## config.mk

```make
export PLATFORM = sky130hd
export DESIGN_NAME = rob_commit
export DESIGN_NICKNAME = d
export VERILOG_FILES = /design/src/riscv_pkg.sv /design/src/rob_pkg.sv /design/src/rob_commit.sv
export SDC_FILE = /design/constraint.sdc
export NUM_CORES = 1
export LEC_CHECK = 0
export ABC_AREA = 1
export BUFFER_PORTS_ARGS = -buffer_cell sky130_fd_sc_hd__buf_2
export CAP_MARGIN = 40
export CORE_AREA = 2 2 90 92
export CTS_CLUSTER_DIAMETER = 60
export DETAILED_ROUTE_END_ITERATION = 7
export DIE_AREA = 0 0 92 94
export MAX_ROUTING_LAYER = met4
export PLACE_DENSITY_LB_ADDON = 0.08
export SYNTH_ARGS = -nofsm -noshare
export SYNTH_HDL_FRONTEND = slang
export SYNTH_SLANG_ARGS = --single-unit
```

## constraint.sdc

```tcl
create_clock -name clk -period 2.8 [get_ports clk]
set_clock_uncertainty 0.1 [all_clocks]
set_input_delay 0.56 -clock clk [delete_from_list [all_inputs] [get_ports clk]]
set_output_delay 0.56 -clock clk [all_outputs]
set_load 0.02 [all_outputs]
```

## src/riscv_pkg.sv

```systemverilog
package riscv_pkg;

  // major opcodes kept by this core
  typedef enum logic [6:0] {
    OPC_OTHER  = 7'b0000000,
    OPC_OP_IMM = 7'b0010011,
    OPC_AUIPC  = 7'b0010111,
    OPC_OP     = 7'b0110011,
    OPC_LUI    = 7'b0110111,
    OPC_JAL    = 7'b1101111
  } opcode_e;

  typedef enum logic [2:0] {
    F3_ADD_SUB = 3'b000,
    F3_SLL     = 3'b001,
    F3_SLT     = 3'b010,
    F3_SLTU    = 3'b011,
    F3_XOR     = 3'b100,
    F3_SRL_SRA = 3'b101,
    F3_OR      = 3'b110,
    F3_AND     = 3'b111
  } funct3_e;

  // encoding seen by the ALU station
  typedef enum logic [4:0] {
    ALU_ADD  = 5'd0,
    ALU_SUB  = 5'd1,
    ALU_AND  = 5'd2,
    ALU_OR   = 5'd3,
    ALU_XOR  = 5'd4,
    ALU_SLL  = 5'd5,
    ALU_SRL  = 5'd6,
    ALU_SRA  = 5'd7,
    ALU_SLT  = 5'd8,
    ALU_SLTU = 5'd9
  } alu_op_e;

  function automatic opcode_e opcode_of(input logic [31:0] instr);
    return opcode_e'(instr[6:0]);
  endfunction

  function automatic funct3_e funct3_of(input logic [31:0] instr);
    return funct3_e'(instr[14:12]);
  endfunction

  function automatic logic [6:0] funct7_of(input logic [31:0] instr);
    return instr[31:25];
  endfunction

  function automatic logic [31:0] imm_i(input logic [31:0] instr);
    return {{20{instr[31]}}, instr[31:20]};
  endfunction

  function automatic logic [31:0] imm_u(input logic [31:0] instr);
    return {instr[31:12], 12'b0};
  endfunction

endpackage

```

## src/rob_pkg.sv

```systemverilog
package rob_pkg;

  import riscv_pkg::*;

  // tag width bounds the queue depth to 2**TAG_W
  localparam int TAG_W = 4;

  typedef logic [TAG_W-1:0] rob_tag_t;

  // how an entry gets its value
  typedef enum logic [1:0] {
    CLS_ALU       = 2'd0,
    CLS_RESOLVED  = 2'd1,
    CLS_NOP_WRITE = 2'd2
  } inst_class_e;

  typedef enum logic [1:0] {
    ST_WAITING = 2'd0,
    ST_ISSUED  = 2'd1,
    ST_DONE    = 2'd2
  } entry_state_e;

  typedef struct packed {
    inst_class_e  cls;
    entry_state_e state;
    logic [31:0]  instr;
    logic [4:0]   rd;
    logic [31:0]  value;
    logic [31:0]  pc;
    // compressed-size instruction
    logic         half;
  } rob_entry_t;

  typedef struct packed {
    logic        valid;
    rob_tag_t    tag;
    logic [31:0] value;
  } cdb_t;

  // vj/vk only meaningful when the matching pending bit is low
  typedef struct packed {
    alu_op_e     op;
    logic [31:0] vj;
    logic [31:0] vk;
    logic        qj_pending;
    rob_tag_t    qj;
    logic        qk_pending;
    rob_tag_t    qk;
    rob_tag_t    dest;
  } rs_packet_t;

  typedef struct packed {
    logic        pending;
    rob_tag_t    tag;
    logic [31:0] value;
  } reg_status_t;

  typedef struct packed {
    logic [31:0] pc;
    logic [4:0]  rd;
    logic [31:0] value;
    rob_tag_t    tag;
  } commit_t;

endpackage

```

## src/rob_commit.sv

```systemverilog
`timescale 1ns/1ps

module rob_commit
  import rob_pkg::*;
#(
  parameter int ROB_DEPTH = 16
) (
  input  logic        clk,
  input  logic        rst,
  input  rob_entry_t  head_entry,
  input  rob_tag_t    head_tag,
  input  logic        head_valid,
  output logic        pop,
  output logic        commit_valid,
  output commit_t     commit,
  output logic        reg_commit_valid,
  output logic [4:0]  commit_rd,
  output rob_tag_t    commit_tag,
  output logic [31:0] commit_value
);

  localparam int PTR_W = $clog2(ROB_DEPTH);

  rob_tag_t ret_tag;
  logic     writes_reg;

  assign ret_tag    = rob_tag_t'(head_tag[PTR_W-1:0]);
  assign pop        = head_valid && head_entry.state == ST_DONE;
  // nop-class and x0 results still retire but leave the registers alone
  assign writes_reg = head_entry.cls != CLS_NOP_WRITE && head_entry.rd != 5'd0;

  always_ff @(posedge clk) begin
    if (rst) begin
      commit_valid     <= 1'b0;
      reg_commit_valid <= 1'b0;
    end else begin
      commit_valid     <= pop;
      reg_commit_valid <= pop && writes_reg;
    end
  end

  always_ff @(posedge clk) begin
    if (pop) begin
      commit.pc    <= head_entry.pc;
      commit.rd    <= head_entry.rd;
      commit.value <= head_entry.value;
      commit.tag   <= ret_tag;
      commit_rd    <= head_entry.rd;
      commit_tag   <= ret_tag;
      commit_value <= head_entry.value;
    end
  end

endmodule

```

==> metrics.md <==
| Metric | Value |
|---|---|
| Ratio of final minimum period to clock period | 66.4% |
| Vias per std cell | a little under 4 |
| Post_cts resized | 0 |
| Commonest non-fill, non-tap cells in the layout | 196 x buf_2, 73 x edfxtp_1, 9 x clkbuf_8 |
| Utilization after layout | about 48% |
| First-pass GRT wire length | roughly 7600 um |
| Fin area | about 0.0036 sq mm |
| Crit path launch type | input pin |
| CP Class | input pin to output port |
| Setup Buffers After CTS | 0 |
| Mapped Cells | 129 |
| Dpl hpwl | just over 4000 um |
| Status | complete, no violations |
| Largest net degree at the start of global routing | 36 |
| Post-synthesis sequential area ratio | around 86% |
| Top cell by count, worst path | buf_2 |
| CTS tree | yes |
| Layout cells sized above 1 | 71.4% |
| VDD IR max | 0.314 mV |
| Ys Warns | 0 |
| Post-synth top area share | between 80% and 90% |
| Gr usage total | approximately an eighth |
| Flops & latches, synth | 75 |
| Critical-path maximum fanout | 12 |
| CP peak stage delay | 0.26 ns |
| Crit path max-delay family | simple AND/OR/NAND/NOR gates |
| Die area | a little under 0.009 sq mm |
| Hold WC Path Type | input pin to register |
| Syn Nets | 242 |
| # IOs | 230 |
| GPL Wtd Cong | 0.725 |
| Site Rows | 32 |
| Antenna violations before repair | 0 |
| Worst-Margin Slew | around 0.44 ns |
| Number of fill cells in the layout | 734 |
| N_diodes | 0 |
| Starting DRT DRC Count | 34 |
| # setup viols final | 0 |
| Die X | between 90 and 100 um |
| Final Hold Viols | 0 |
| Unique masters post-synth | 11 |
| Post-synth top area cell | edfxtp_1 |
| Dpl cell area | 0.00342 sq mm |
| Root buffer cell | clkbuf_8 |
| H-tree depth | 3 |
| CTS Buf Count | 9 |
| Number of global-route vias before repair | 1530 |
| Crit path time final | between 1.5 and 2 ns |
| Syn-to-layout area delta | 39.1% |
| Clock transition at path regs | approximately 0.08 ns |
| MaxCap Viol Count | 0 |
| Leakage | approximately 1.6 nW |
| Max Freq | 538 MHz |
| Die height | roughly 94 um |
| Pre-antenna DRT Iters | 4 |
| Post-synthesis area per instance | 20.2 sq um |
| Pwr per Cell Area | 664 mW/mm^2 |
| Clock Tree Buf Depth | 2 |
| Total number of vias | about 1600 |
| Slowest stage cell, crit path | nor2_4 |
| Most common cell after layout, fill and taps aside | buf_2 |
| Worst-path cell chain | buf_2, nand2_2, nor2_4, buf_2 |
| GR Overflow Total | 0 |
| DRT antenna net count | 0 |
| Initial core utilization | about 34% |
| Unrepaired setup endpoints after global routing | false |
| Arr. time, crit path | between 1 and 1.5 ns |
| WL final | around 5200 um |
| Area of the core | roughly 0.0076 sq mm |
| Final-report max-slew violation count | 0 |
| Worst path bufs/invs | 2 |
| Fin nets | 410 |
| Mapped cell area | 0.00261 sq mm |
| CTS Hold Buffers Added | 0 |
| Number of I/O port buffers | 196 |
| # clock sinks | between 70 and 80 |
| CP endpoint kind | output port |
| Req. time, crit path | roughly 2.1 ns |
| Normalized max-slew margin | 70.3% |
| DRC Markers | 0 |
| WL per Instance | approximately 13 um |
| Final TNS setup | 0 ns |
| Synth area leaders | edfxtp_1 84%, buf_4 12%, dfxtp_1 1.5% |
routing by layer:
layer / up-vias / GRT usage, % / routed length (um)
met1: 711 / 13.6 / 1950
met4: 0 / 6.34 / 52
met2: 109 / 20.1 / 2630
li1: 757 / - / -
met3: 5 / 4.82 / 574
met5: - / - / 0
through the flow:
stage / hold WS, ns / total power, W / worst slack (ns) / std cells
after floorplan: 0.537 / 0.00149 / 0.339 / 129
after detailed placement: 0.638 / 0.00158 / 0.845 / 388
after CTS: 0.274 / 0.00245 / 0.921 / 403
after global placement: 0.637 / 0.00158 / 0.853 / 388
after global routing: 0.267 / 0.00251 / 0.869 / 403
final: 0.298 / 0.00241 / 0.941 / 403
kinds of logic after synthesis:
family | count (synthesis) | share of synthesized area (%)
simple gates | 10 | 2.21
buf+inv | 44 | 12.2
flops | 75 | 85.6
power breakdown:
group	switching [W]	total (W)	internal, W
combinational	0.000158	0.000249	0.0000916
sequential	0.0000167	0.00131	0.00129
clock	0.000363	0.000854	0.000491
layout make-up:
class	count	area (sq um)	area share, %
flip-flops and latches	75	2230	61.5
inverters	3	11.3	0.310
clock buffers	9	124	3.41
well taps	102	128	3.52
repair buffers	198	996	27.4
multi-input cells	10	57.6	1.59
clock inverters	6	81.3	2.24
final timing paths:
check	end	slack, ns	cells past startpoint	start
worst min-delay path	commit[47]$_DFFE_PP_	0.30	1	head_entry[7]
worst max-delay path	pop	0.94	4	head_valid
registers in the layout, indices dropped and copies added (netlist names):
register / cells
commit_valid: 1
commit_tag: 4
reg_commit_valid: 1
commit_rd: 5
commit_value: 32
commit: 32
Yosys cell counts:
library cell  number
or2_0              1
buf_4             41
nor2_1             3
inv_1              3
nand2_1            2
edfxtp_1          73
nor2_4             1
nor3_1             1
dfxtp_1            2
nand2_2            1
nand3_2            1
Power figures use the tool's default switching activity.
