## config.mk

```make
export PLATFORM = sky130hd
export DESIGN_NAME = reg_status_file
export DESIGN_NICKNAME = d
export VERILOG_FILES = /design/src/riscv_pkg.sv /design/src/rob_pkg.sv /design/src/reg_status_file.sv
export SDC_FILE = /design/constraint.sdc
export NUM_CORES = 2
export LEC_CHECK = 0
export BUFFER_PORTS_ARGS = -buffer_cell sky130_fd_sc_hd__buf_2
export CAP_MARGIN = 15
export CORE_MARGIN = 1.5
export CORE_UTILIZATION = 59
export CTS_BUF_LIST = sky130_fd_sc_hd__clkbuf_4
export CTS_CLUSTER_SIZE = 14
export DETAILED_ROUTE_END_ITERATION = 10
export MAX_ROUTING_LAYER = met4
export PLACE_DENSITY = 0.83
export SKIP_CTS_REPAIR_TIMING = 1
export SLEW_MARGIN = 10
export SYNTH_ARGS = -nofsm -noshare
export SYNTH_HDL_FRONTEND = slang
export SYNTH_SLANG_ARGS = --single-unit
```

## constraint.sdc

```tcl
create_clock -name clk -period 5.1 [get_ports clk]
set_input_delay 1.275 -clock clk [delete_from_list [all_inputs] [get_ports clk]]
set_output_delay 1.275 -clock clk [all_outputs]
set_load 0.02 [all_outputs]
```

## src/riscv_pkg.sv

```systemverilog
package riscv_pkg;

  // major opcodes kept by this core
  typedef enum logic [6:0] {
    OPC_OTHER  = 7'b0000000,
    OPC_OP_IMM = 7'b0010011,
    OPC_AUIPC  = 7'b0010111,
    OPC_OP     = 7'b0110011,
    OPC_LUI    = 7'b0110111,
    OPC_JAL    = 7'b1101111
  } opcode_e;

  typedef enum logic [2:0] {
    F3_ADD_SUB = 3'b000,
    F3_SLL     = 3'b001,
    F3_SLT     = 3'b010,
    F3_SLTU    = 3'b011,
    F3_XOR     = 3'b100,
    F3_SRL_SRA = 3'b101,
    F3_OR      = 3'b110,
    F3_AND     = 3'b111
  } funct3_e;

  // encoding seen by the ALU station
  typedef enum logic [4:0] {
    ALU_ADD  = 5'd0,
    ALU_SUB  = 5'd1,
    ALU_AND  = 5'd2,
    ALU_OR   = 5'd3,
    ALU_XOR  = 5'd4,
    ALU_SLL  = 5'd5,
    ALU_SRL  = 5'd6,
    ALU_SRA  = 5'd7,
    ALU_SLT  = 5'd8,
    ALU_SLTU = 5'd9
  } alu_op_e;

  function automatic opcode_e opcode_of(input logic [31:0] instr);
    return opcode_e'(instr[6:0]);
  endfunction

  function automatic funct3_e funct3_of(input logic [31:0] instr);
    return funct3_e'(instr[14:12]);
  endfunction

  function automatic logic [6:0] funct7_of(input logic [31:0] instr);
    return instr[31:25];
  endfunction

  function automatic logic [31:0] imm_i(input logic [31:0] instr);
    return {{20{instr[31]}}, instr[31:20]};
  endfunction

  function automatic logic [31:0] imm_u(input logic [31:0] instr);
    return {instr[31:12], 12'b0};
  endfunction

endpackage

```

## src/rob_pkg.sv

```systemverilog
package rob_pkg;

  import riscv_pkg::*;

  // tag width bounds the queue depth to 2**TAG_W
  localparam int TAG_W = 4;

  typedef logic [TAG_W-1:0] rob_tag_t;

  // how an entry gets its value
  typedef enum logic [1:0] {
    CLS_ALU       = 2'd0,
    CLS_RESOLVED  = 2'd1,
    CLS_NOP_WRITE = 2'd2
  } inst_class_e;

  typedef enum logic [1:0] {
    ST_WAITING = 2'd0,
    ST_ISSUED  = 2'd1,
    ST_DONE    = 2'd2
  } entry_state_e;

  typedef struct packed {
    inst_class_e  cls;
    entry_state_e state;
    logic [31:0]  instr;
    logic [4:0]   rd;
    logic [31:0]  value;
    logic [31:0]  pc;
    // compressed-size instruction
    logic         half;
  } rob_entry_t;

  typedef struct packed {
    logic        valid;
    rob_tag_t    tag;
    logic [31:0] value;
  } cdb_t;

  // vj/vk only meaningful when the matching pending bit is low
  typedef struct packed {
    alu_op_e     op;
    logic [31:0] vj;
    logic [31:0] vk;
    logic        qj_pending;
    rob_tag_t    qj;
    logic        qk_pending;
    rob_tag_t    qk;
    rob_tag_t    dest;
  } rs_packet_t;

  typedef struct packed {
    logic        pending;
    rob_tag_t    tag;
    logic [31:0] value;
  } reg_status_t;

  typedef struct packed {
    logic [31:0] pc;
    logic [4:0]  rd;
    logic [31:0] value;
    rob_tag_t    tag;
  } commit_t;

endpackage

```

## src/reg_status_file.sv

```systemverilog
`timescale 1ns/1ps

module reg_status_file
  import rob_pkg::*;
(
  input  logic        clk,
  input  logic        rst,
  input  logic [4:0]  rs1_addr,
  input  logic [4:0]  rs2_addr,
  output reg_status_t rs1_status,
  output reg_status_t rs2_status,
  input  logic        rename_valid,
  input  logic [4:0]  rename_rd,
  input  rob_tag_t    rename_tag,
  input  logic        commit_valid,
  input  logic [4:0]  commit_rd,
  input  rob_tag_t    commit_tag,
  input  logic [31:0] commit_value
);

  reg_status_t regs [32];

  // x0 reads as zero, never pending
  assign rs1_status = (rs1_addr == 5'd0) ? '0 : regs[rs1_addr];
  assign rs2_status = (rs2_addr == 5'd0) ? '0 : regs[rs2_addr];

  always_ff @(posedge clk) begin
    if (rst) begin
      for (int i = 0; i < 32; i++) begin
        regs[i] <= '0;
      end
    end else begin
      if (commit_valid && commit_rd != 5'd0) begin
        regs[commit_rd].value <= commit_value;
        // a younger producer keeps its claim
        if (regs[commit_rd].pending && regs[commit_rd].tag == commit_tag) begin
          regs[commit_rd].pending <= 1'b0;
        end
      end
      // later assignment, so a same-cycle rename wins
      if (rename_valid && rename_rd != 5'd0) begin
        regs[rename_rd].pending <= 1'b1;
        regs[rename_rd].tag     <= rename_tag;
      end
    end
  end

endmodule

```

==> results.yml <==
run_status:
  status: "finished clean"
finish:
  largest_register: "regs"
  multi_input_area_mm2: 0.0281
  stdcell_count: 5965
  largestRegisters: "regs: 1184 flops"
  fillers: 6881
  layout.nets: 4412
  syn_to_final_growth_pct: 12.3
  postLayoutCoreUtil: 0.667
  seq_area_mm2: 0.0352
  drive_gt1_frac: 0.365
  final_common_cell: "edfxtp_1"
  final_area_mm2: 0.0724
  largest_reg_flops: 1184
  layout_common_cells: "edfxtp_1, and2_1, mux4_2"
grt:
  grt_pass1_wl_um: 290000
  grt_max_degree: 60
  grt_overflow: 0
  grt.total_usage: 0.379
  grt_pass1_vias: 43500
  antenna_found_initial: 7
power_and_ir_drop:
  peakVddDrop_uv: 218
  leakagePower_nw: 25.3
  p_total_mw: 22.8
  p_per_area_mw_per_mm2: 315
floorplan:
  pin_count: 138
  dieArea_mm2: 0.111
  initial_core_util: 0.593
  coreArea_mm2: 0.109
  die_w_um: 333
  die_h_um: 333
  rows: 121
synthesis:
  ys.flop_type: "edfxtp_1"
  synthArstFlopShare: 0
  avgSynthCellArea_um2: 15.9
  yosys_warnings: 0
  synth.distinct_cells: 47
  yosysSeqAreaShare: 0.547
  synth_edf_count: 1152
  synthCells: 4055
  ys_ff_latch: 1184
  synth_area_mm2: 0.0644
place:
  place_ws_ps: 157
  dp.cells: 5444
  io_buffer_count: 137
  place.gp.congestion: 0.958
  dpl_cell_area_mm2: 0.0687
  hpwl_um: 122000
setup_path:
  cp_data_arrival_time_ps: 3740
  start_kind: "primary input"
  cp_max_fo: 31
  regToRegStartpoint: "regs[19][35]"
  required_ps: 3830
  reg2reg_depth: 8
  r2r_setup_slack_ps: 2330
  r2r-end: "regs[6][36]"
  critical_path_class: "primary input to primary output"
  cp-end-kind: "primary output"
routing:
  finalWirelength_um: 202000
  drt_iter0_drc: 7566
  firstDrtPassIters: 7
  avgViaCountPerCell: 7.20
  ant_nets: 0
  route.detailed.drc: 0
  via_count: 42900
  wl_per_cell_um: 33.9
sta:
  worst_pin_slew_ps: 1120
  rsz0062_at_grt: "false"
  final.min_clock_period_ps: 5020
  final.setup.tns_ps: 0
  finalSetupViolCount: 0
  max-slew-margin-rel: 0.250
  finalWorstSetupSlack_ps: 83.0
  finalClockSkew_ps: 49.4
  fmax_ghz: 0.199
  post-route-period-util: 0.984
  hold_ws_ps: 514
  maxSlewViolCount: 0
  hold_viol: 0
min_path:
  worstHoldStart: "regs[0][36]"
  whs_path_depth: 1
  min_to: "regs[0][36]"
  hold_class: "flip-flop to flip-flop"
clock_network:
  cts_sinks: 1184
  htreeDepth: 5
  cts_buffers: 316
  root_buffer: "clkbuf_4"
  clk_path_buf_depth: 4
  worstSkewPairLatency_ps: 1180
  cts_tree: "built"
  clk_pin_slew_ps: 80
flow_run:
  maxCapViolations: 0
-- layout make-up --
class / instances / area share
antenna: 8 / 0.000277
clock buffer: 427 / 0.0443
clock inverter: 86 / 0.00661
inverter: 14 / 0.000761
multi-input combinational: 2454 / 0.389
sequential: 1184 / 0.487
tap: 1414 / 0.0245
timing repair buffer: 378 / 0.0479
-- worst max path at each step --
stage | cells after the start | end | slack, ps | from
after floorplan | 8 | regs[30][0] | -280 | commit_rd[1]
after detailed placement | 7 | rs2_status[31] | 160 | rs2_addr[0]
final | 7 | rs2_status[31] | 80 | rs2_addr[0]
after CTS | 7 | rs2_status[31] | 160 | rs2_addr[0]
after global placement | 7 | rs2_status[31] | 190 | rs2_addr[0]
after global routing | 7 | rs2_status[31] | 50 | rs2_addr[0]
-- Yosys cell counts, types with 3 or more instances --
library cell,count,area share
dfxtp_1,32,0.0099
mux4_2,753,0.26
a21oi_1,17,0.0013
a31o_1,10,0.0014
o22ai_1,29,0.0028
nand3_1,32,0.0025
or4_1,3,0.00035
o21ai_0,50,0.0039
and3_1,14,0.0014
inv_1,14,0.00082
nor2_1,143,0.0083
or4bb_1,6,0.0010
nand3b_1,5,0.00058
buf_2,18,0.0014
clkbuf_1,355,0.021
nor2b_1,7,0.00068
and2_1,1108,0.11
or2_2,7,0.00068
nand2b_1,3,0.00029
nor3_1,14,0.0011
nor3b_1,5,0.00058
a31oi_1,9,0.00087
a22oi_1,4,0.00047
nand4b_1,4,0.00054
nor4_1,7,0.00068
and3b_1,3,0.00041
buf_4,6,0.00070
nand2_1,23,0.0013
a31o_2,4,0.00054
or3_1,14,0.0014
mux2i_1,123,0.019
edfxtp_1,1152,0.54
or4b_2,3,0.00047
nand4_1,4,0.00039
o32ai_1,4,0.00054
buf_1,58,0.0034
-- worst max-delay path, stage by stage --
cell and delay [ps]:
buf_8 350, buf_4 420, mux4_2 550, mux4_2 540, mux2i_1 270, nor2_1 80
buf_2 170
-- logic make-up (layout without fill, tap and decap cells) --
logic type	after synthesis	count (layout)	share of synthesized area
compound gates	133	133	0.0126
xor+xnor	1	1	0.000253
buf+inv	452	905	0.0271
flops	1184	1184	0.547
mux	877	877	0.283
other cells	1	44	0.0000582
simple gates	1407	1407	0.131
-- where the power goes --
part / internal (mW) / switching (mW)
combinational: 1.45 / 1.74
sequential: 11.2 / 0.307
clock: 4.11 / 3.99
total: 16.7 / 6.03
-- metal layers --
metal  part of all wire  track usage
met1               0.32        0.468
met2               0.46        0.557
met3               0.16        0.123
met4              0.063        0.212
met5                  0            -
Note: power is estimated with default switching activity, not from simulation.
