`config.mk`:
```
export PLATFORM = sky130hd
export DESIGN_NAME = rob_ingress
export DESIGN_NICKNAME = d
export VERILOG_FILES = /design/src/riscv_pkg.sv /design/src/rob_pkg.sv /design/src/rob_ingress.sv
export SDC_FILE = /design/constraint.sdc
export NUM_CORES = 1
export LEC_CHECK = 0
export BUFFER_PORTS_ARGS = -buffer_cell sky130_fd_sc_hd__buf_4
export CAP_MARGIN = 25
export CORE_AREA = 2 2 105 107
export DETAILED_ROUTE_END_ITERATION = 6
export DIE_AREA = 0 0 107 109
export PLACE_DENSITY_LB_ADDON = 0.08
export SLEW_MARGIN = 15
export SYNTH_ARGS = -nofsm -noshare
export SYNTH_HDL_FRONTEND = slang
export SYNTH_SLANG_ARGS = --single-unit
```
`constraint.sdc`:
```
create_clock -name clk -period 3.6 [get_ports clk]
set_clock_uncertainty 0.15 [all_clocks]
set_input_delay 0.18 -clock clk [delete_from_list [all_inputs] [get_ports clk]]
set_output_delay 0.18 -clock clk [all_outputs]
set_load 0.02 [all_outputs]
```
`src/riscv_pkg.sv`:
```
package riscv_pkg;

  // major opcodes kept by this core
  typedef enum logic [6:0] {
    OPC_OTHER  = 7'b0000000,
    OPC_OP_IMM = 7'b0010011,
    OPC_AUIPC  = 7'b0010111,
    OPC_OP     = 7'b0110011,
    OPC_LUI    = 7'b0110111,
    OPC_JAL    = 7'b1101111
  } opcode_e;

  typedef enum logic [2:0] {
    F3_ADD_SUB = 3'b000,
    F3_SLL     = 3'b001,
    F3_SLT     = 3'b010,
    F3_SLTU    = 3'b011,
    F3_XOR     = 3'b100,
    F3_SRL_SRA = 3'b101,
    F3_OR      = 3'b110,
    F3_AND     = 3'b111
  } funct3_e;

  // encoding seen by the ALU station
  typedef enum logic [4:0] {
    ALU_ADD  = 5'd0,
    ALU_SUB  = 5'd1,
    ALU_AND  = 5'd2,
    ALU_OR   = 5'd3,
    ALU_XOR  = 5'd4,
    ALU_SLL  = 5'd5,
    ALU_SRL  = 5'd6,
    ALU_SRA  = 5'd7,
    ALU_SLT  = 5'd8,
    ALU_SLTU = 5'd9
  } alu_op_e;

  function automatic opcode_e opcode_of(input logic [31:0] instr);
    return opcode_e'(instr[6:0]);
  endfunction

  function automatic funct3_e funct3_of(input logic [31:0] instr);
    return funct3_e'(instr[14:12]);
  endfunction

  function automatic logic [6:0] funct7_of(input logic [31:0] instr);
    return instr[31:25];
  endfunction

  function automatic logic [31:0] imm_i(input logic [31:0] instr);
    return {{20{instr[31]}}, instr[31:20]};
  endfunction

  function automatic logic [31:0] imm_u(input logic [31:0] instr);
    return {instr[31:12], 12'b0};
  endfunction

endpackage

```
`src/rob_pkg.sv`:
```
package rob_pkg;

  import riscv_pkg::*;

  // tag width bounds the queue depth to 2**TAG_W
  localparam int TAG_W = 4;

  typedef logic [TAG_W-1:0] rob_tag_t;

  // how an entry gets its value
  typedef enum logic [1:0] {
    CLS_ALU       = 2'd0,
    CLS_RESOLVED  = 2'd1,
    CLS_NOP_WRITE = 2'd2
  } inst_class_e;

  typedef enum logic [1:0] {
    ST_WAITING = 2'd0,
    ST_ISSUED  = 2'd1,
    ST_DONE    = 2'd2
  } entry_state_e;

  typedef struct packed {
    inst_class_e  cls;
    entry_state_e state;
    logic [31:0]  instr;
    logic [4:0]   rd;
    logic [31:0]  value;
    logic [31:0]  pc;
    // compressed-size instruction
    logic         half;
  } rob_entry_t;

  typedef struct packed {
    logic        valid;
    rob_tag_t    tag;
    logic [31:0] value;
  } cdb_t;

  // vj/vk only meaningful when the matching pending bit is low
  typedef struct packed {
    alu_op_e     op;
    logic [31:0] vj;
    logic [31:0] vk;
    logic        qj_pending;
    rob_tag_t    qj;
    logic        qk_pending;
    rob_tag_t    qk;
    rob_tag_t    dest;
  } rs_packet_t;

  typedef struct packed {
    logic        pending;
    rob_tag_t    tag;
    logic [31:0] value;
  } reg_status_t;

  typedef struct packed {
    logic [31:0] pc;
    logic [4:0]  rd;
    logic [31:0] value;
    rob_tag_t    tag;
  } commit_t;

endpackage

```
`src/rob_ingress.sv`:
```
`timescale 1ns/1ps

module rob_ingress
  import riscv_pkg::*;
  import rob_pkg::*;
(
  input  logic        clk,
  input  logic        rst,
  input  logic        in_valid,
  output logic        in_ready,
  input  logic [31:0] in_instr,
  input  logic [31:0] in_pc,
  input  logic        in_half,
  output logic        alloc_valid,
  input  logic        alloc_ready,
  output rob_entry_t  alloc_entry
);

  rob_entry_t next_entry;

  // the stage drains whenever alloc_ready is high, so it can refill on the same edge
  assign in_ready = alloc_ready;

  always_comb begin
    next_entry       = '0;
    next_entry.state = ST_WAITING;
    next_entry.instr = in_instr;
    next_entry.pc    = in_pc;
    next_entry.half  = in_half;
    next_entry.rd    = in_instr[11:7];
    case (opcode_of(in_instr))
      OPC_OP_IMM, OPC_OP: begin
        next_entry.cls = CLS_ALU;
      end
      OPC_LUI: begin
        next_entry.cls   = CLS_RESOLVED;
        next_entry.value = imm_u(in_instr);
      end
      OPC_AUIPC: begin
        next_entry.cls   = CLS_RESOLVED;
        next_entry.value = in_pc + imm_u(in_instr);
      end
      OPC_JAL: begin
        // link address, short step for a half-size jal
        next_entry.cls   = CLS_RESOLVED;
        next_entry.value = in_pc + (in_half ? 32'd2 : 32'd4);
      end
      default: begin
        next_entry.cls = CLS_NOP_WRITE;
        next_entry.rd  = 5'd0;
      end
    endcase
  end

  always_ff @(posedge clk) begin
    if (rst) begin
      alloc_valid <= 1'b0;
    end else if (in_ready) begin
      alloc_valid <= in_valid;
    end
  end

  always_ff @(posedge clk) begin
    if (in_valid && in_ready) begin
      alloc_entry <= next_entry;
    end
  end

endmodule

```
==> impl_table.tex <==
\begin{tabular}{lr}
\hline
Metric & Value \\
\hline
\multicolumn{2}{l}{\textbf{Route}} \\
\quad Iteration-0 DRC Markers & 220 \\
\quad \# DRC & 0 \\
\quad Number of nets with antenna violations after detailed routing & 0 \\
\quad Wirelength per Cell & between 15 and 20 µm \\
\quad Detailed-routing iteration count for the pre-antenna-repair pass & 5 \\
\quad Drt total wl & approximately 14000 µm \\
\quad Via Count & $\sim$4300 \\
\quad Routed vias/inst & approximately 5.4 \\
\multicolumn{2}{l}{\textbf{Clock tree}} \\
\quad Clock tree from TritonCTS & done \\
\quad Maximum clock path buffer count & 2 \\
\quad Worst skew pair latency & 370 ps \\
\quad Clock root buffer & sky130\_fd\_sc\_hd\_\_clkbuf\_8 \\
\quad Worst-path clk slew & 100 ps \\
\quad Num CTS Buffers & 9 \\
\quad H-tree depth reported by CTS & 3 \\
\quad Clk sinks & 105 \\
\multicolumn{2}{l}{\textbf{STA}} \\
\quad Unrepaired setup endpoints after global routing & false \\
\quad Least-Margin Pin Slew & around 900 ps \\
\quad Final cycle utilization of the critical path & 84.85\% \\
\quad Worst setup slack after layout & 545.4 ps \\
\quad Total negative slack for setup checks & 0 ps \\
\quad Max Slew Vio Count & 0 \\
\quad Max-slew headroom at the worst pin & 38.63\% \\
\quad Number of endpoints with negative hold slack in the final report & 0 \\
\quad Finish-stage setup viols & 0 \\
\quad Hold slack & 55.40 ps \\
\quad Achievable frequency & 0.3274 GHz \\
\quad Post-route minimum period & 3055 ps \\
\multicolumn{2}{l}{\textbf{Min path}} \\
\quad Worst hold path type & in -> reg \\
\quad HP Start & in\_instr[5] \\
\multicolumn{2}{l}{\textbf{Synth}} \\
\quad Fraction of registers with async set or reset after synthesis & 0\% \\
\quad Cell count after synthesis & 431 \\
\quad Sequential area share after synthesis & between 50 and 60\% \\
\quad Synthesis Warnings & 0 \\
\quad Top cells by area in the synthesized netlist & sky130\_fd\_sc\_hd\_\_edfxtp\_1 (59\%), sky130\_fd\_sc\_hd\_\_ha\_1 (5.0\%), sky130\_fd\_sc\_hd\_\_xnor2\_1 (3.1\%) \\
\quad Register bit count reported by yosys & $\sim$110 \\
\quad Proportion of netlist area held by the largest area contributor & 58.88\% \\
\quad Number of synthesized flops with an enable pin & 104 \\
\quad Most area-hungry cell type in the Yosys netlist & sky130\_fd\_sc\_hd\_\_edfxtp\_1 \\
\quad Avg Synthesized Cell Area & between 10 and 15 µm² \\
\quad Main synth FF type & sky130\_fd\_sc\_hd\_\_edfxtp\_1 \\
\quad Commonest cells in the synthesized netlist & sky130\_fd\_sc\_hd\_\_edfxtp\_1 (104), sky130\_fd\_sc\_hd\_\_nand2\_1 (38), sky130\_fd\_sc\_hd\_\_o21ai\_0 (26) \\
\quad Synthesized area & about 5300 µm² \\
\quad Number of unique standard cell types used by synthesis & 54 \\
\quad Dominant cell by count in the synthesized netlist & sky130\_fd\_sc\_hd\_\_edfxtp\_1 \\
\multicolumn{2}{l}{\textbf{Run status}} \\
\quad Result of the run & finished clean \\
\multicolumn{2}{l}{\textbf{Floorplanning}} \\
\quad Std cell rows & 38 \\
\quad Height of the chip & 109 µm \\
\quad Starting density of the core & roughly half \\
\quad Boundary pin count & 177 \\
\quad Area of the core & 10600 µm² \\
\quad Die Area & 11660 µm² \\
\quad Die width & 107 µm \\
\multicolumn{2}{l}{\textbf{Global routing}} \\
\quad First-pass GRT wire length & around 21000 µm \\
\quad Vias in the first global route & 4292 \\
\quad Overall global routing resource usage & a little under a quarter \\
\quad Largest net degree at the start of global routing & 60 \\
\quad GR Overflow Total & 0 \\
\quad Antenna violations before repair & 0 \\
\multicolumn{2}{l}{\textbf{Place}} \\
\quad Post-placement cell count & $\sim$730 \\
\quad Routability-driven placement congestion ratio & approximately 0.9 \\
\quad Count of buffers inserted at the top-level ports & 174 \\
\quad Placement-stage worst setup slack & 743.8 ps \\
\quad Half-perimeter wire length of the detailed placement result & roughly 9000 µm \\
\quad Cell area reported after detailed placement & 6725 µm² \\
\multicolumn{2}{l}{\textbf{Cells and area}} \\
\quad Number of antenna repair diodes & 0 \\
\quad FILL cells & between 700 and 800 \\
\quad Final Instance Count excl. Fillers & 808 \\
\quad Area of combinational cells with multiple inputs & about 2100 µm² \\
\quad Layout Nets & 757 \\
\quad Area grow syn2layout & 43.12\% \\
\quad Fin util & 71.60\% \\
\quad Total non-filler cell area in the finished layout & approximately 7600 µm² \\
\quad Proportion of layout cells with a drive suffix above 1 & 30.09\% \\
\quad Sequential cell area & 3143 µm² \\
\multicolumn{2}{l}{\textbf{Pwr}} \\
\quad Total power per unit cell area & 376.3 nW/µm² \\
\quad Max VDD drop & 0.1944 mV \\
\quad Share of total power in the clock network & 27.6\% \\
\quad Sequential share of power & between 50\% and 60\% \\
\quad Comb pwr share & roughly 22\% \\
\quad Internal power & 2.100 mW \\
\quad Total power & 2.857 mW \\
\quad Psw & 756.2 µW \\
\quad Standby leakage power & 3.015 nW \\
\quad Switching share of power & 26.47\% \\
\multicolumn{2}{l}{\textbf{Critical path}} \\
\quad Critical path capture point type & flip-flop \\
\quad Critical path data required time & between 3000 and 4000 ps \\
\quad Startpoint of the most critical register-to-register path & alloc\_valid \\
\quad Type of the setup path with the least slack & in -> reg \\
\quad Crit path arrival time & about 3000 ps \\
\quad CP Launch Type & primary input \\
\quad Worst setup path startpoint & in\_instr[12] \\
\quad CP Max Fanout & 3 \\
\multicolumn{2}{l}{\textbf{Flow run}} \\
\quad Max-cap violations & 0 \\
\hline
\end{tabular}
-- registers in the layout (all words and copies together), names as in the netlist --
signal,flops
alloc_valid,1
alloc_entry,104
-- area by class of cell --
type,count,share of cell area [%]
Clock buffer,10,1.681
Clock inverter,4,1.022
Inverter,4,0.1978
Multi-Input combinational cell,302,27.02
Sequential cell,105,41.40
Tap cell,140,2.308
Timing Repair Buffer,243,26.37
-- cell usage in the layout (no fill, tap or decap), types with 2 or more instances in the layout --
| cell type | n |
|---|---|
| sky130_fd_sc_hd__o21ai_1 | 2 |
| sky130_fd_sc_hd__a21oi_1 | 24 |
| sky130_fd_sc_hd__xor2_1 | 13 |
| sky130_fd_sc_hd__a22o_1 | 3 |
| sky130_fd_sc_hd__a21o_1 | 11 |
| sky130_fd_sc_hd__nor2b_1 | 11 |
| sky130_fd_sc_hd__nor3_1 | 5 |
| sky130_fd_sc_hd__and3_1 | 12 |
| sky130_fd_sc_hd__nor2_1 | 24 |
| sky130_fd_sc_hd__a31oi_1 | 5 |
| sky130_fd_sc_hd__fa_1 | 2 |
| sky130_fd_sc_hd__ha_1 | 21 |
| sky130_fd_sc_hd__edfxtp_1 | 104 |
| sky130_fd_sc_hd__xnor2_1 | 19 |
| sky130_fd_sc_hd__conb_1 | 2 |
| sky130_fd_sc_hd__nand4_1 | 7 |
| sky130_fd_sc_hd__inv_1 | 3 |
| sky130_fd_sc_hd__a211oi_1 | 6 |
| sky130_fd_sc_hd__mux2i_1 | 9 |
| sky130_fd_sc_hd__o22ai_1 | 11 |
| sky130_fd_sc_hd__bufinv_16 | 2 |
| sky130_fd_sc_hd__o221ai_1 | 4 |
| sky130_fd_sc_hd__nand3_1 | 12 |
| sky130_fd_sc_hd__clkbuf_8 | 9 |
| sky130_fd_sc_hd__nand2_1 | 38 |
| sky130_fd_sc_hd__a22oi_1 | 6 |
| sky130_fd_sc_hd__buf_4 | 176 |
| sky130_fd_sc_hd__o21ai_0 | 26 |
| sky130_fd_sc_hd__and4_1 | 5 |
| sky130_fd_sc_hd__dlygate4sd3_1 | 66 |
| sky130_fd_sc_hd__o31ai_2 | 2 |
-- cells by family (layout without fill, tap and decap cells) --
family,Yosys count,in the layout,share of synthesized area [%]
flops,105,105,59.26
simple gates,126,126,12.20
compound gates,109,109,13.16
fa+ha+maj,23,23,5.709
xor+xnor,33,33,5.591
mux,9,9,1.699
other cells,1,2,0.07070
buf+inv,25,261,2.312
-- final timing paths --
check	depth (start not counted)	slack (ps)	endpoint
setup / recovery	11	550	alloc_entry[63]
hold / removal	1	60	alloc_entry[75]
setup reg to reg	3	2320	alloc_valid
hold reg to reg	3	890	alloc_valid
-- power by group through the flow --
| stage | clock [mW] | sequential (mW) | combinational [mW] |
|---|---|---|---|
| after floorplan | 0 | 1.57 | 0.213 |
| after global placement | 0 | 1.47 | 0.554 |
| after detailed placement | 0 | 1.47 | 0.561 |
| after CTS | 0.799 | 1.45 | 0.621 |
| after global routing | 0.847 | 1.45 | 0.673 |
| final | 0.789 | 1.45 | 0.622 |
-- critical path, stage by stage --
cell                            delay [ps]
sky130_fd_sc_hd__dlygate4sd3_1         550
sky130_fd_sc_hd__buf_4                 150
sky130_fd_sc_hd__ha_1                  220
sky130_fd_sc_hd__fa_1                  440
sky130_fd_sc_hd__a211oi_1              390
sky130_fd_sc_hd__nor3_1                140
sky130_fd_sc_hd__o31ai_2               300
sky130_fd_sc_hd__a21o_1                230
sky130_fd_sc_hd__o21ai_0               130
sky130_fd_sc_hd__mux2i_1               160
sky130_fd_sc_hd__o221ai_1              120
-- what timing repair did --
| item | 4_1_cts | 5_1_grt |
|---|---|---|
| setup buffers | 0 | 0 |
| endpoints found under the hold margin | 82 | 0 |
| hold buffers | 66 | 0 |
| resized for setup | 0 | 0 |
-- per-layer routing --
layer	up-vias	GRT usage [%]	wire [µm]
li1	2107	-	-
met1	2054	30.08	5851
met2	157	41.17	6862
met3	19	2.690	748
met4	0	9.369	288
met5	-	0	0
(Power assumes the default switching activity.)
