**src/riscv_pkg.sv**
```systemverilog
package riscv_pkg;

  // major opcodes kept by this core
  typedef enum logic [6:0] {
    OPC_OTHER  = 7'b0000000,
    OPC_OP_IMM = 7'b0010011,
    OPC_AUIPC  = 7'b0010111,
    OPC_OP     = 7'b0110011,
    OPC_LUI    = 7'b0110111,
    OPC_JAL    = 7'b1101111
  } opcode_e;

  typedef enum logic [2:0] {
    F3_ADD_SUB = 3'b000,
    F3_SLL     = 3'b001,
    F3_SLT     = 3'b010,
    F3_SLTU    = 3'b011,
    F3_XOR     = 3'b100,
    F3_SRL_SRA = 3'b101,
    F3_OR      = 3'b110,
    F3_AND     = 3'b111
  } funct3_e;

  // encoding seen by the ALU station
  typedef enum logic [4:0] {
    ALU_ADD  = 5'd0,
    ALU_SUB  = 5'd1,
    ALU_AND  = 5'd2,
    ALU_OR   = 5'd3,
    ALU_XOR  = 5'd4,
    ALU_SLL  = 5'd5,
    ALU_SRL  = 5'd6,
    ALU_SRA  = 5'd7,
    ALU_SLT  = 5'd8,
    ALU_SLTU = 5'd9
  } alu_op_e;

  function automatic opcode_e opcode_of(input logic [31:0] instr);
    return opcode_e'(instr[6:0]);
  endfunction

  function automatic funct3_e funct3_of(input logic [31:0] instr);
    return funct3_e'(instr[14:12]);
  endfunction

  function automatic logic [6:0] funct7_of(input logic [31:0] instr);
    return instr[31:25];
  endfunction

  function automatic logic [31:0] imm_i(input logic [31:0] instr);
    return {{20{instr[31]}}, instr[31:20]};
  endfunction

  function automatic logic [31:0] imm_u(input logic [31:0] instr);
    return {instr[31:12], 12'b0};
  endfunction

endpackage

```
**src/rob_pkg.sv**
```systemverilog
package rob_pkg;

  import riscv_pkg::*;

  // tag width bounds the queue depth to 2**TAG_W
  localparam int TAG_W = 4;

  typedef logic [TAG_W-1:0] rob_tag_t;

  // how an entry gets its value
  typedef enum logic [1:0] {
    CLS_ALU       = 2'd0,
    CLS_RESOLVED  = 2'd1,
    CLS_NOP_WRITE = 2'd2
  } inst_class_e;

  typedef enum logic [1:0] {
    ST_WAITING = 2'd0,
    ST_ISSUED  = 2'd1,
    ST_DONE    = 2'd2
  } entry_state_e;

  typedef struct packed {
    inst_class_e  cls;
    entry_state_e state;
    logic [31:0]  instr;
    logic [4:0]   rd;
    logic [31:0]  value;
    logic [31:0]  pc;
    // compressed-size instruction
    logic         half;
  } rob_entry_t;

  typedef struct packed {
    logic        valid;
    rob_tag_t    tag;
    logic [31:0] value;
  } cdb_t;

  // vj/vk only meaningful when the matching pending bit is low
  typedef struct packed {
    alu_op_e     op;
    logic [31:0] vj;
    logic [31:0] vk;
    logic        qj_pending;
    rob_tag_t    qj;
    logic        qk_pending;
    rob_tag_t    qk;
    rob_tag_t    dest;
  } rs_packet_t;

  typedef struct packed {
    logic        pending;
    rob_tag_t    tag;
    logic [31:0] value;
  } reg_status_t;

  typedef struct packed {
    logic [31:0] pc;
    logic [4:0]  rd;
    logic [31:0] value;
    rob_tag_t    tag;
  } commit_t;

endpackage

```
**src/rob_dispatch.sv**
```systemverilog
`timescale 1ns/1ps

module rob_dispatch
  import riscv_pkg::*;
  import rob_pkg::*;
#(
  parameter int ROB_DEPTH = 16
) (
  input  logic             clk,
  input  logic             rst,
  input  rob_entry_t       disp_entry,
  input  rob_tag_t         disp_tag,
  input  logic             disp_valid,
  output logic             dispatch_done,
  output logic             issue_mark,
  output rob_tag_t [1:0]   lookup_tag,
  input  rob_entry_t [1:0] lookup_entry,
  output logic [4:0]       rs1_addr,
  output logic [4:0]       rs2_addr,
  input  reg_status_t      rs1_status,
  input  reg_status_t      rs2_status,
  output logic             rename_valid,
  output logic [4:0]       rename_rd,
  output rob_tag_t         rename_tag,
  output logic             rs_valid,
  input  logic             rs_ready,
  output rs_packet_t       rs_packet
);

  localparam int PTR_W = $clog2(ROB_DEPTH);

  logic [31:0] instr;
  funct3_e     f3;
  logic        is_reg_op;
  logic        is_alu;
  logic        waiting;
  logic        stage_free;
  alu_op_e     alu_op;
  logic        src1_pending;
  logic        src2_pending;
  logic [31:0] src1_value;
  logic [31:0] src2_value;
  rs_packet_t  pkt;

  // register value, else producer value if done, else wait on the tag
  function automatic void resolve_src(
    input  reg_status_t st,
    input  rob_entry_t  producer,
    output logic        pending,
    output logic [31:0] value
  );
    pending = 1'b0;
    value   = st.value;
    if (st.pending) begin
      if (producer.state == ST_DONE) begin
        value = producer.value;
      end else begin
        pending = 1'b1;
        value   = '0;
      end
    end
  endfunction

  assign instr      = disp_entry.instr;
  assign f3         = funct3_of(instr);
  assign is_reg_op  = opcode_of(instr) == OPC_OP;
  assign rs1_addr   = instr[19:15];
  assign rs2_addr   = instr[24:20];
  assign lookup_tag = {rs2_status.tag, rs1_status.tag};

  always_comb begin
    resolve_src(rs1_status, lookup_entry[0], src1_pending, src1_value);
    resolve_src(rs2_status, lookup_entry[1], src2_pending, src2_value);
  end

  // reference op mapping, nonzero funct7 selects sub and sra
  always_comb begin
    case (f3)
      F3_ADD_SUB: alu_op = (is_reg_op && funct7_of(instr) != 7'd0) ? ALU_SUB : ALU_ADD;
      F3_SLL:     alu_op = ALU_SLL;
      F3_SLT:     alu_op = ALU_SLT;
      F3_SLTU:    alu_op = ALU_SLTU;
      F3_XOR:     alu_op = ALU_XOR;
      F3_SRL_SRA: alu_op = (funct7_of(instr) != 7'd0) ? ALU_SRA : ALU_SRL;
      F3_OR:      alu_op = ALU_OR;
      default:    alu_op = ALU_AND;
    endcase
  end

  always_comb begin
    pkt            = '0;
    pkt.op         = alu_op;
    pkt.vj         = src1_value;
    pkt.qj_pending = src1_pending;
    pkt.qj         = src1_pending ? rs1_status.tag : '0;
    pkt.dest       = rob_tag_t'(disp_tag[PTR_W-1:0]);
    if (is_reg_op) begin
      pkt.vk         = src2_value;
      pkt.qk_pending = src2_pending;
      pkt.qk         = src2_pending ? rs2_status.tag : '0;
    end else if (f3 == F3_SLL || f3 == F3_SRL_SRA) begin
      pkt.vk = {27'd0, instr[24:20]};
    end else begin
      pkt.vk = imm_i(instr);
    end
  end

  assign waiting    = disp_valid && disp_entry.state == ST_WAITING;
  assign is_alu     = disp_entry.cls == CLS_ALU;
  assign stage_free = !rs_valid || rs_ready;

  // resolved entries pass even while the station output is held
  assign dispatch_done = waiting && (!is_alu || stage_free);
  assign issue_mark    = is_alu;
  assign rename_valid  = dispatch_done && disp_entry.cls != CLS_NOP_WRITE &&
                         disp_entry.rd != 5'd0;
  assign rename_rd     = disp_entry.rd;
  assign rename_tag    = disp_tag;

  always_ff @(posedge clk) begin
    if (rst) begin
      rs_valid <= 1'b0;
    end else if (dispatch_done && is_alu) begin
      rs_valid <= 1'b1;
    end else if (rs_ready) begin
      rs_valid <= 1'b0;
    end
  end

  always_ff @(posedge clk) begin
    if (dispatch_done && is_alu) begin
      rs_packet <= pkt;
    end
  end

endmodule

```
**config.mk**
```make
export PLATFORM = sky130hd
export DESIGN_NAME = rob_dispatch
export DESIGN_NICKNAME = d
export VERILOG_FILES = /design/src/riscv_pkg.sv /design/src/rob_pkg.sv /design/src/rob_dispatch.sv
export SDC_FILE = /design/constraint.sdc
export NUM_CORES = 1
export LEC_CHECK = 0
export ABC_AREA = 1
export BUFFER_PORTS_ARGS = -buffer_cell sky130_fd_sc_hd__buf_2
export CAP_MARGIN = 15
export CORE_AREA = 3 3 197 199
export DETAILED_ROUTE_END_ITERATION = 10
export DIE_AREA = 0 0 200 202
export PLACE_DENSITY = 0.42
export SLEW_MARGIN = 20
export SYNTH_ARGS = -nofsm -noshare
export SYNTH_HDL_FRONTEND = slang
export SYNTH_SLANG_ARGS = --single-unit
```
**constraint.sdc**
```tcl
create_clock -name clk -period 9.2 [get_ports clk]
set_input_delay 1.84 -clock clk [delete_from_list [all_inputs] [get_ports clk]]
set_output_delay 1.84 -clock clk [all_outputs]
set_load 0.03 [all_outputs]
```
==> impl_metrics.ini, run 1 <==
[clock_network]
path_clk_slew_ns = 0.06
cts_tree = built
insertion_delay_ns = 0.35
hold_buffers = 0
cts_buffers = 9
cts_htree_levels = 3
root_buffer = clkbuf_16
postCtsSetupRepairBufs = 0
cts.sinks = 83
cts_buffer_depth = 2
cts_resized = 0

[synthesis]
synth_cells = 485
yosysWarnings = 0
ys_seq_area_share_pct = 57.34
synth.distinct_cells = 21
ys_seq_elements = 83
syn_nets = 885
syn_area_per_cell_um2 = 8.926
syn_area_mm2 = 0.004329

[placement]
dp.cells = 1235
place_congestion = 0.8186
dp_hpwl_um = 13870
port_buffers = 288
dp_slack_ns = 4.628

[final_layout]
fillers = 4299
finalNonFillerCells = 1251
antennaDiodeCount = 0
fin_util_pct = 17.08
final_common_cell = buf_2
area_delta_synth_final_pct = 47.57
most-common-layout-cells = buf_2 (288), nand2_1 (206), edfxtp_1 (82)
drive_gt1_share_pct = 44.32
fin_nets = 1135

[run]
cap_violations = 0

[worst_setup_path]
cpMaxStageDelayCell = buf_2
max_stage_delay_ns = 0.19
ff2ff_path_depth = 7
arrival_ns = 2.73
critPathLaunchType = primary input
worstSetupEndpointType = output pin
reg2reg_setup_slack_ns = 7.07
crit_fanout = 3
path_cells = buf_2, inv_1, nand2_1, inv_1, nand2_1, nand2_1, inv_1, nand2_1, nor2_1, buf_2
r2r_start = rs_valid$_SDFFE_PP0P_
crit_path_frequent_cell = nand2_1
regToRegEndpoint = rs_packet[16]$_DFFE_PP_
critical_path_class = in -> out
required_ns = 7.36

[detailed_routing]
wl_per_cell_um = 13.80
drtPass1Iterations = 5
drc = 0
met2_wirelength_um = 7190
drtIter0Drc = 90
drt-met1-wl_um = 6756
ant_nets = 0
vias_per_cell = 3.299
vias = 4127
wl_met3_um = 2614
highest_layer = met5
wl_um = 17260

[worst_hold_path]
min_path_cells = 4
min_from = rs_valid$_SDFFE_PP0P_
hold_class = reg -> reg
whs_endpoint = rs_valid$_SDFFE_PP0P_

[die]
rows = 71
die_area_mm2 = 0.04040
fp.dieW_um = 200
initial_core_util_pct = 11.58
io_pins = 514
core_mm2 = 0.03740
die_h_um = 202

[timing]
relSlewSlack_pct = 45.24
max_clock_freq_mhz = 219.1
hold_viol = 0
clock_skew_ns = 0.007725
finalCriticalPeriod_ns = 4.565
finalSetupViolCount = 0
period_share_pct = 49.62
slew_violations = 0
tightest_slew_ns = 0.8195
finalSetupTns_ns = 0
rsz0062_at_grt = false
setup_slack_ns = 4.635

[global_routing]
track_usage_pct = 8.241
grt_pass1_vias = 3968
overflow = 0
grt_max_degree = 43
antenna_found_initial = 5
grt_pass1_wl_um = 23530

[power_and_ir_drop]
p_leak_nw = 3.144
ir_drop_mv = 0.08250
p_per_area_mw_per_mm2 = 147.2

[run_status]
outcome = finished clean
synth_stat cells, drive strengths merged:
cell type / instances / area share [%]
o22ai: 1 / 0.14
conb: 1 / 0.087
nor2: 25 / 2.5
dfxtp: 1 / 0.46
buf: 51 / 8.6
clkbuf: 3 / 0.26
inv: 27 / 2.3
nand3: 73 / 8.6
edfxtp: 82 / 57
nor3b: 1 / 0.17
nand2: 217 / 20
clkinv: 1 / 0.20
nor3: 2 / 0.23
worst max-delay path, delay by kind of cell:
family	cells	cell delay, ns
buffers and inverters	5	0.46
and+or+nand+nor	5	0.41
worst max path at each step:
stage / from / depth (start not counted) / slack [ns] / to
3_3_place_gp: disp_entry[105] / 10 / 4.63 / rename_valid
4_1_cts: disp_entry[105] / 10 / 4.63 / rename_valid
3_5_place_dp: disp_entry[105] / 10 / 4.63 / rename_valid
6_report: disp_entry[105] / 10 / 4.63 / rename_valid
5_1_grt: disp_entry[105] / 10 / 4.55 / rename_valid
2_1_floorplan: disp_entry[104] / 6 / 2.99 / rs_packet[0]$_DFFE_PP_
power breakdown:
group / switching [mW] / internal [mW] / leakage (nW)
Clock: 0.156 / 0.237 / 0.157
Sequential: 0.000648 / 0.420 / 0.790
Combinational: 0.0775 / 0.0490 / 2.20
Total: 0.234 / 0.707 / 3.14
registers in the layout (all words and copies together), names as in the netlist:
signal	count
rs_packet	82
rs_valid	1
routing by layer:
layer,track usage (%),vias up
met4,4.312,10
li1,-,2042
met1,8.658,1784
met2,12.75,253
met5,0,-
met3,5.134,38
area by class of cell:
type	instances	area [um2]	share of cell area [%]
repair buffers	293	1479	23.15
inverters	28	110.1	1.723
well taps	511	639.4	10.01
clock inverters	7	91.34	1.430
flip-flops and latches	83	2482	38.86
clock buffers	9	225.2	3.525
multi-input cells	320	1361	21.31
cell families (layout without fill, tap and decap cells):
logic type / after synthesis / after routing / synth area share [%]
AO/OA/AOI/OAI: 1 / 1 / 0.1446
buffers and inverters: 82 / 337 / 11.39
flip-flops: 83 / 83 / 57.34
other: 1 / 1 / 0.08662
AND/OR/NAND/NOR: 318 / 318 / 31.04
metrics by stage:
step,cell area [um2],power (mW),hold slack (ns)
after floorplan,4329,0.5066,0.6900
after global placement,6072,0.5581,0.5612
after detailed placement,6072,0.5586,0.5670
after CTS,6389,0.9699,0.5776
after global routing,6389,0.9913,0.6343
final,6389,0.9406,0.5758
(Power assumes the default switching activity.)
==> run 2: changes to the inputs <==
--- a/config.mk
+++ b/config.mk
@@ -11,7 +11,7 @@
 export CORE_AREA = 3 3 197 199
 export DETAILED_ROUTE_END_ITERATION = 10
 export DIE_AREA = 0 0 200 202
-export PLACE_DENSITY = 0.42
+export PLACE_DENSITY = 0.43
 export SLEW_MARGIN = 20
 export SYNTH_ARGS = -nofsm -noshare
 export SYNTH_HDL_FRONTEND = slang
==> constraint.sdc (replaced) <==
create_clock -name clk -period 4 [get_ports clk]
set_input_delay 0.8 -clock clk [delete_from_list [all_inputs] [get_ports clk]]
set_output_delay 0.8 -clock clk [all_outputs]
set_load 0.03 [all_outputs]
==> run 2 against run 1 <==
  * Clock power grew 97%
  * Sequential power grew 130%
  * Largest cell class unchanged
  * Clock skew grew 0.0015 ns
==> impl_metrics.ini, run 2 (same netlist as run 1, synthesis figures left out) <==
[run_status]
outcome = finished clean

[detailed_routing]
drtPass1Iterations = 4
vias_per_cell = 3.297
vias = 4131
drc = 0
wl_um = 17170
ant_nets = 0
wl_per_cell_um = 13.70
drtIter0Drc = 113

[final_layout]
drive_gt1_share_pct = 43.84
most-common-layout-cells = buf_2 (288), nand2_1 (206), edfxtp_1 (82)
area_delta_synth_final_pct = 46.53
fillers = 4276
fin_nets = 1134
largest_reg_flops = 82
reg_top3 = rs_packet (82), rs_valid (1)
final_common_cell = buf_2
regMostFlops = rs_packet

[timing]
clock_skew_ns = 0.009273
hold_viol = 0
relSlewSlack_pct = 26.19
finalSetupViolCount = 0
slew_violations = 0
max_clock_freq_mhz = 399.4
period_share_pct = 62.60
finalCriticalPeriod_ns = 2.504
rsz0062_at_grt = false
tightest_slew_ns = 1.106
finalSetupTns_ns = 0

[clock_network]
cts.sinks = 83
insertion_delay_ns = 0.36
cts_buffers = 9
path_clk_slew_ns = 0.06
cts_tree = built
cts_htree_levels = 3
postCtsSetupRepairBufs = 0
cts_buffer_depth = 2
root_buffer = clkbuf_16
cts_resized = 0
hold_buffers = 0

[power_and_ir_drop]
p_per_area_mw_per_mm2 = 320.8
pwr-share-comb_pct = 14.3
total_power_mw = 2.035
internal-power_mw = 1.493
ir_drop_mv = 0.1794
seqPwrFrac_pct = 47.6
p_leak_nw = 3.113
pwr-share-clk_pct = 38.1
p_sw_uw = 542.4
switching_share_pct = 26.65

[worst_setup_path]
ff2ff_path_depth = 6
crit_fanout = 3
arrival_ns = 1.70
required_ns = 3.20
critPathLaunchType = primary input
r2r_start = rs_valid$_SDFFE_PP0P_
critical_path_class = in -> out
worstSetupEndpointType = output pin
cpLargestDelayFamily = buffers and inverters
reg2reg_setup_slack_ns = 2.47
regToRegEndpoint = rs_packet[54]$_DFFE_PP_
cp.buffers_inverters = 5
cpMaxStageDelayCell = buf_2
max_stage_delay_ns = 0.20
crit_path_frequent_cell = nand2_1
path_cells = buf_2, inv_1, nand2_1, inv_1, nand2_1, nand2_1, inv_1, nand2_1, nor2_1, buf_2

[global_routing]
overflow = 0
track_usage_pct = 8.151
grt_pass1_vias = 4043
antenna_found_initial = 3
grt_max_degree = 83
grt_pass1_wl_um = 23440

[worst_hold_path]
hold_class = reg -> reg
min_path_cells = 4
whs_endpoint = rs_valid$_SDFFE_PP0P_
min_from = rs_valid$_SDFFE_PP0P_

[die]
rows = 71
fp.dieW_um = 200
die_area_mm2 = 0.04040
die_h_um = 202
core_mm2 = 0.03740
initial_core_util_pct = 11.58
io_pins = 514

[placement]
dp_hpwl_um = 13390
port_buffers = 288
place_congestion = 0.8050

[run]
cap_violations = 0
[run 2: cell types whose count changed in the layout (fill, tap and decap cells not counted)]
cell / delta
bufinv_16: -2
diode_2: +3
clkinv_4: -1
buf_12: +1
buf_4: -2
clkinv_1: +3
[run 2: layout make-up]
type | instances | area (um2) | area share [%]
Antenna cell | 3 | 7.507 | 0.1183
Inverter | 28 | 110.1 | 1.736
Tap cell | 511 | 639.4 | 10.08
Timing Repair Buffer | 292 | 1484 | 23.39
Sequential cell | 83 | 2482 | 39.13
Clock buffer | 9 | 225.2 | 3.550
Multi-Input combinational cell | 320 | 1361 | 21.46
Clock inverter | 7 | 33.78 | 0.5325
[run 2: worst max-delay path by stage]
| stage | start | to | slack [ns] | cells after the start |
|---|---|---|---|---|
| after floorplan | disp_entry[104] | rs_packet[0]$_DFFE_PP_ | 0.20 | 6 |
| after global placement | disp_entry[103] | rename_valid | 1.49 | 9 |
| after detailed placement | disp_entry[103] | rename_valid | 1.48 | 9 |
| after CTS | disp_entry[103] | rename_valid | 1.48 | 9 |
| after global routing | disp_entry[103] | rename_valid | 1.33 | 9 |
| final | disp_entry[105] | rename_valid | 1.50 | 10 |
[run 2: stage by stage]
stage / instance area (um2) / hold WS (ns) / util (%) / cells / setup WS, ns
after floorplan: 4332 / 0.6900 / - / 485 / 0.2037
after global placement: 6077 / 0.6017 / 16.25 / 1234 / 1.495
after detailed placement: 6077 / 0.6254 / 16.25 / 1234 / 1.480
after CTS: 6336 / 0.6118 / 16.94 / 1250 / 1.477
after global routing: 6336 / 0.6211 / 16.94 / 1250 / 1.331
final: 6344 / 0.6210 / 16.96 / 1253 / 1.496
[run 2: metal layers]
layer / wire length (um) / global-route usage [%]
met3: 2107 / 4.067
met4: 494 / 4.063
met1: 7398 / 9.144
met5: 17 / 0
met2: 7152 / 12.77
[run 2: tightest hold or removal path, cell delays in order, from the launching register on]
cell and delay [ns]:
dfxtp_1 0.33, inv_1 0.08, o22ai_1 0.09, nand2_1 0.06
inv_1 0.03
[run 2: power groups by stage]
| stage | sequential, mW | combinational (mW) | clock (mW) |
|---|---|---|---|
| floorplan | 1.00 | 0.163 | 0 |
| global placement | 0.987 | 0.296 | 0 |
| detailed placement | 0.987 | 0.297 | 0 |
| CTS | 0.968 | 0.297 | 0.833 |
| global route | 0.968 | 0.324 | 0.854 |
| finish | 0.968 | 0.292 | 0.775 |
